`config.mk`:
```
export PLATFORM = sky130hd
export DESIGN_NAME = normal_assembler
export DESIGN_NICKNAME = d
export VERILOG_FILES = /design/src/logic/jac_types_pkg.sv /design/src/logic/jac_ctrl_pkg.sv /design/src/logic/normal_assembler.sv
export SDC_FILE = /design/constraint.sdc
export NUM_CORES = 1
export LEC_CHECK = 0
export ABC_CLOCK_PERIOD_IN_PS = 4600
export BUFFER_PORTS_ARGS = -buffer_cell sky130_fd_sc_hd__buf_2
export CAP_MARGIN = 5
export CORE_AREA = 2 2 358 360
export CTS_CLUSTER_DIAMETER = 120
export DETAILED_ROUTE_END_ITERATION = 8
export DIE_AREA = 0 0 360 362
export REMOVE_ABC_BUFFERS = 1
export SLEW_MARGIN = 20
export SYNTH_ARGS = -nofsm -noshare
export SYNTH_HDL_FRONTEND = slang
export SYNTH_SLANG_ARGS = --single-unit
```
`constraint.sdc`:
```
create_clock -name clk -period 4.6 [get_ports clk]
set_input_delay 0.92 -clock clk [delete_from_list [all_inputs] [get_ports clk]]
set_output_delay 0.92 -clock clk [all_outputs]
set_load 0.05 [all_outputs]
```
`src/logic/jac_types_pkg.sv`:
```
// datapath types for the 3x3 normal-matrix builder, signed fixed point throughout
// DIM is fixed because the packed structs below are sized by it

package jac_types_pkg;

	// ==========================================================================
	// widths
	// ==========================================================================
	localparam int DIM    = 3;
	localparam int DATA_W = 27;
	// holds 54-bit products summed over up to 1024 samples
	localparam int ACC_W  = 64;

	typedef logic signed [DATA_W-1:0]   data_t;
	typedef logic signed [2*DATA_W-1:0] prod_t;
	typedef logic signed [ACC_W-1:0]    acc_t;

	// full-scale limits of a data_t
	localparam data_t DATA_MAX = {1'b0, {(DATA_W-1){1'b1}}};
	localparam data_t DATA_MIN = {1'b1, {(DATA_W-1){1'b0}}};

	// ==========================================================================
	// packed containers
	// ==========================================================================
	// one row, diagonal weights or damping terms
	typedef struct packed {
		data_t [DIM-1:0] e;
	} vec_t;

	// raw accumulated matrix, e[row][col]
	typedef struct packed {
		acc_t [DIM-1:0][DIM-1:0] e;
	} acc_mat_t;

	// saturated output matrix
	typedef struct packed {
		data_t [DIM-1:0][DIM-1:0] e;
	} mat_t;

	typedef struct packed {
		vec_t row_a;
		vec_t row_b;
	} sample_t;

	// clamp a wide signed value into the data_t range
	function automatic data_t sat_data(input acc_t x);
		if (x > acc_t'(DATA_MAX))
			return DATA_MAX;
		else if (x < acc_t'(DATA_MIN))
			return DATA_MIN;
		else
			return data_t'(x);
	endfunction

endpackage

```
`src/logic/jac_ctrl_pkg.sv`:
```
// frame sequencing types shared by the counter owner and the accumulator
// a 10-bit counter limits FRAME_LEN to 1024 samples

package jac_ctrl_pkg;

	// ==========================================================================
	// frame counter
	// ==========================================================================
	localparam int FRAME_CNT_W = 10;

	// position of the next sample within its frame
	typedef logic [FRAME_CNT_W-1:0] frame_cnt_t;

	// ==========================================================================
	// per-sample frame flags
	// ==========================================================================
	// only meaningful on cycles where en is high
	typedef struct packed {
		// first sample, accumulator reloads
		logic first;
		// final sample, result follows
		logic last;
	} frame_ctrl_t;

endpackage

```
`src/logic/normal_assembler.sv`:
```
// owns the frame counter and turns the accumulated matrix into the output
// FRAME_LEN must be 1 to 1024, output is shown with a one-cycle strobe only

`timescale 1ns/10ps

module normal_assembler #(
	parameter int FRAME_LEN = 8,
	parameter int FRAC      = 8
) (
	input  logic                      clk,
	input  logic                      rst_n,
	input  logic                      en,
	output jac_ctrl_pkg::frame_ctrl_t frame_ctrl,
	input  jac_types_pkg::acc_mat_t   acc_mat,
	input  logic                      acc_done,
	input  jac_types_pkg::vec_t       damp,
	output jac_types_pkg::mat_t       normal_mat,
	output logic                      result_valid
);

	localparam jac_ctrl_pkg::frame_cnt_t LAST_CNT = jac_ctrl_pkg::frame_cnt_t'(FRAME_LEN - 1);

	jac_ctrl_pkg::frame_cnt_t frame_cnt;

	// ==========================================================================
	// frame counter
	// ==========================================================================
	// advances on enabled cycles only, holds through gaps in en
	always_ff @(posedge clk) begin
		if (!rst_n) begin
			frame_cnt <= '0;
		end else if (en) begin
			if (frame_cnt == LAST_CNT)
				frame_cnt <= '0;
			else
				frame_cnt <= frame_cnt + 1'b1;
		end
	end

	// flags for the sample currently on the input
	assign frame_ctrl.first = (frame_cnt == '0);
	assign frame_ctrl.last  = (frame_cnt == LAST_CNT);

	// ==========================================================================
	// rescale, diagonal damping, saturation
	// ==========================================================================
	jac_types_pkg::acc_t [jac_types_pkg::DIM-1:0][jac_types_pkg::DIM-1:0] sum;
	jac_types_pkg::mat_t                                                 mat_next;

	always_comb begin
		for (int i = 0; i < jac_types_pkg::DIM; i++) begin
			for (int j = 0; j < jac_types_pkg::DIM; j++) begin
				// floor divide by 2^FRAC
				sum[i][j] = acc_mat.e[i][j] >>> FRAC;
				if (i == j)
					sum[i][j] = sum[i][j] + jac_types_pkg::acc_t'(damp.e[i]);
				mat_next.e[i][j] = jac_types_pkg::sat_data(sum[i][j]);
			end
		end
	end

	// ==========================================================================
	// output register
	// ==========================================================================
	// normal_mat holds until the next frame completes
	always_ff @(posedge clk) begin
		if (!rst_n) begin
			normal_mat   <= '0;
			result_valid <= 1'b0;
		end else begin
			result_valid <= acc_done;
			if (acc_done)
				normal_mat <= mat_next;
		end
	end

endmodule

```
==> run summary <==
Crit-path max FO - 26
Critical Path RT - 5.08 ns
Pwr Density - 301 mW/mm^2
Rel. slew slack - 25.3%
Final min period - 4.53 ns
CTS Buf Count - 37
Clk buf depth - 3
Status - finished, final reports clean
IO Pins - 907
P_leak - 15.0 nW
Full die area - 0.130 mm^2
Fin crit share - 98.5%
Reg clk slew, reported paths - 0.06 ns
Final wirelength - 126 mm
H-tree lvl count - 2
Register area share after synthesis - 23.2%
Tightest Hold Check Type - flop to flop
Post-CTS Hold Fix Bufs - 0
Synthesized area - 0.0219 mm^2
Fin nets - 5120
Port Buffers - 834
Worst vdd ir - 205 uV
Clk Latency, worst-skew pair - 0.56 ns
Initial Utilization - 17.3%
Fillers - 14045
Seq cells post-synth - 254
Pins Over Slew Limit - 0
Final setup fails - 0
Crit path DAT - 5.01 ns
Area of the multi-input gates - 0.0159 mm^2
HPWL Detailed - 107 mm
Async S/R FF share, synth - 0%
Vias/cell - 4.78
Largest net degree at the start of global routing - 121
Cells after Synth - 3019
Die Wd - 360 um
Layout cell share with drive strength beyond 1 - 36.8%
EDFF count, synth - 0
GPL Wtd Cong - 0.979
Max Freq - 221 MHz
Grt total ovfl - 0
Syn Area/Cell - 7.25 um^2
Critical path class - input pin to flop
Endpoints failing hold - 0
First-pass GRT wire length - 179 mm
Setup WS pre-CTS - -0.493 ns
Core Footprint - 0.127 mm^2
Worst Clk Skew - 0.00546 ns
Rows - 131
R2R Setup Slk - 3.09 ns
# DRC - 0
Die height - 362 um
Seq. cell area - 0.00508 mm^2
Area grow syn2layout - 51.4%
1st-pass router iterations - 7
Setup ws final - 0.0710 ns
Max cap viols - 0
Clock sinks - 254
YS warnings - 0
Non-filler instance count after layout - 5982
Drt wl/cell - 21.1 um
Initial DRC count - 2002
Worst slew pin tran - 1.12 ns
GRT Total Usage - 18.2%
Synth Flop Type - dfxtp_1
Worst Setup End Kind - flop
Routed Antenna Nets - 0
Via count - 28623
Placed cell count - 5909
CTS tree - yes
Vias in the first global route - 27127
Crit path launch type - input pin
Initial antenna violation count - 26
Root buffer cell - clkbuf_16
Count of different cell masters after synthesis - 105
-- registers in the layout (all words and copies together) (netlist names) --
register and count:
frame_cnt 10, result_valid 1, normal_mat 243
-- final cells by class --
type	count	area share (%)
inverters	64	0.724
clock buffers	51	3.19
diodes	11	0.0830
repair buffers	1405	25.9
multi-input cells	2524	48.0
clock inverters	11	0.509
flip-flops and latches	254	15.3
well taps	1662	6.27
-- where the power goes --
group	switching, mW	internal [mW]	leakage [nW]
sequential	0.115	2.40	2.12
combinational	2.79	1.69	12.2
clock	1.16	1.82	0.603
total	4.07	5.92	15.0
-- cell usage in the layout, fill, tap and decap left out, types with 12 or more instances in the layout --
cell type / Yosys / routed
o21bai_1: 32 / 32
o21a_1: 35 / 34
ha_1: 170 / 170
inv_1: 64 / 64
xnor2_1: 87 / 87
nand2_1: 362 / 362
clkbuf_16: 0 / 37
and3_1: 15 / 15
and2_1: 14 / 14
buf_2: 21 / 831
nor3_1: 67 / 66
a21boi_0: 16 / 16
or2_2: 16 / 16
a31oi_1: 16 / 16
nand2b_1: 42 / 42
o211ai_1: 29 / 29
a21oi_2: 40 / 41
nor2_1: 164 / 164
a211oi_1: 21 / 19
buf_4: 4 / 562
or4_1: 18 / 17
dfxtp_1: 254 / 254
nor2b_1: 21 / 21
or3_1: 13 / 13
o21ai_1: 33 / 28
o22ai_1: 34 / 34
nand3_1: 65 / 65
nand4_1: 128 / 128
xor2_1: 52 / 52
nor4_1: 58 / 56
o31ai_1: 13 / 12
a21oi_1: 383 / 382
a21o_1: 48 / 48
o21ai_0: 365 / 365
and4_1: 13 / 13
-- cells in the mapped netlist (6+ instances only) --
master / instances / area (um^2)
xor2_1: 52 / 455
o21a_1: 35 / 263
dfxtp_1: 254 / 5080
and2_1: 14 / 87.6
o211ai_1: 29 / 218
nand2_1: 362 / 1360
nand4_1: 128 / 801
nand2b_1: 42 / 263
a21oi_1: 383 / 1920
a2111oi_0: 6 / 52.6
nor3_1: 67 / 335
o31ai_1: 13 / 97.6
mux2i_1: 9 / 90.1
nor2_1: 164 / 616
o21bai_1: 32 / 240
a21o_1: 48 / 360
and3_1: 15 / 93.8
inv_1: 64 / 240
buf_6: 6 / 67.6
a31oi_1: 16 / 100
a21oi_2: 40 / 350
o21ai_0: 365 / 1830
a21boi_0: 16 / 120
nor4_1: 58 / 363
or2_2: 16 / 100
or3_1: 13 / 81.3
o21ai_1: 33 / 165
xnor2_1: 87 / 762
nand3_1: 65 / 325
or4_1: 18 / 135
and4_1: 13 / 114
buf_2: 21 / 105
a221oi_1: 8 / 70.1
nor2b_1: 21 / 131
clkbuf_1: 143 / 537
ha_1: 170 / 2130
o22ai_1: 34 / 213
a211oi_1: 21 / 158
-- logic make-up after synthesis --
logic type / after synthesis / synth area share, %
muxes: 12 / 0.583
AOI/OAI and AO/OA: 1170 / 32.6
xor gates and xnor gates: 139 / 5.56
adders and majority gates: 173 / 9.99
and+or+nand+nor: 1030 / 23.4
DFF: 254 / 23.2
buffers and inverters: 241 / 4.68
-- metal layers --
metal	GRT usage, %	routed length (um)	vias up
met3	3.67	8100	204
met2	30.3	58200	1017
met5	0	48	-
li1	-	-	13789
met4	7.09	5330	6
met1	23.0	54500	13607
-- worst paths after layout --
path / start / endpoint / cells past startpoint
worst max-delay path: acc_mat[283] / normal_mat[121] / 16
worst min-delay path: normal_mat[134] / normal_mat[134] / 2
worst max register to register: frame_cnt[5] / frame_cnt[4] / 6
worst min register to register: normal_mat[134] / normal_mat[134] / 2
-- through the flow --
stage | util (%) | hold WS, ns | setup TNS, ns | area [um^2] | power [mW]
final | 26.2 | 0.482 | 0 | 33200 | 9.98
after global routing | 26.2 | 0.503 | -0.0571 | 33200 | 10.5
after CTS | 26.1 | 0.481 | 0 | 33100 | 10.1
after detailed placement | 25.1 | 0.473 | -34.73 | 31800 | 6.99
after global placement | 25.1 | 0.463 | -32.64 | 31800 | 6.98
after floorplan | - | 0.481 | -10.85 | 21100 | 4.97
-- critical path: stages --
cell and delay (ns):
buf_2 0.16, ha_1 0.37, a21oi_1 0.23, buf_4 0.16
o21a_1 0.13, nor3_1 0.05, nor4_1 0.63, nand2_1 0.22
a311oi_1 0.60, o21ai_0 0.18, nor4_1 0.40, nand4_1 0.16
nor4_2 0.22, a41oi_2 0.19, buf_12 0.21, o22ai_1 0.14
-- repair_timing --
| item | in CTS | in global routing |
|---|---|---|
| gates resized for setup | 0 | 13 |
| buffers inserted | 0 | 0 |
| endpoints found under the setup margin | 0 | 78 |
(Power assumes the default switching activity.)
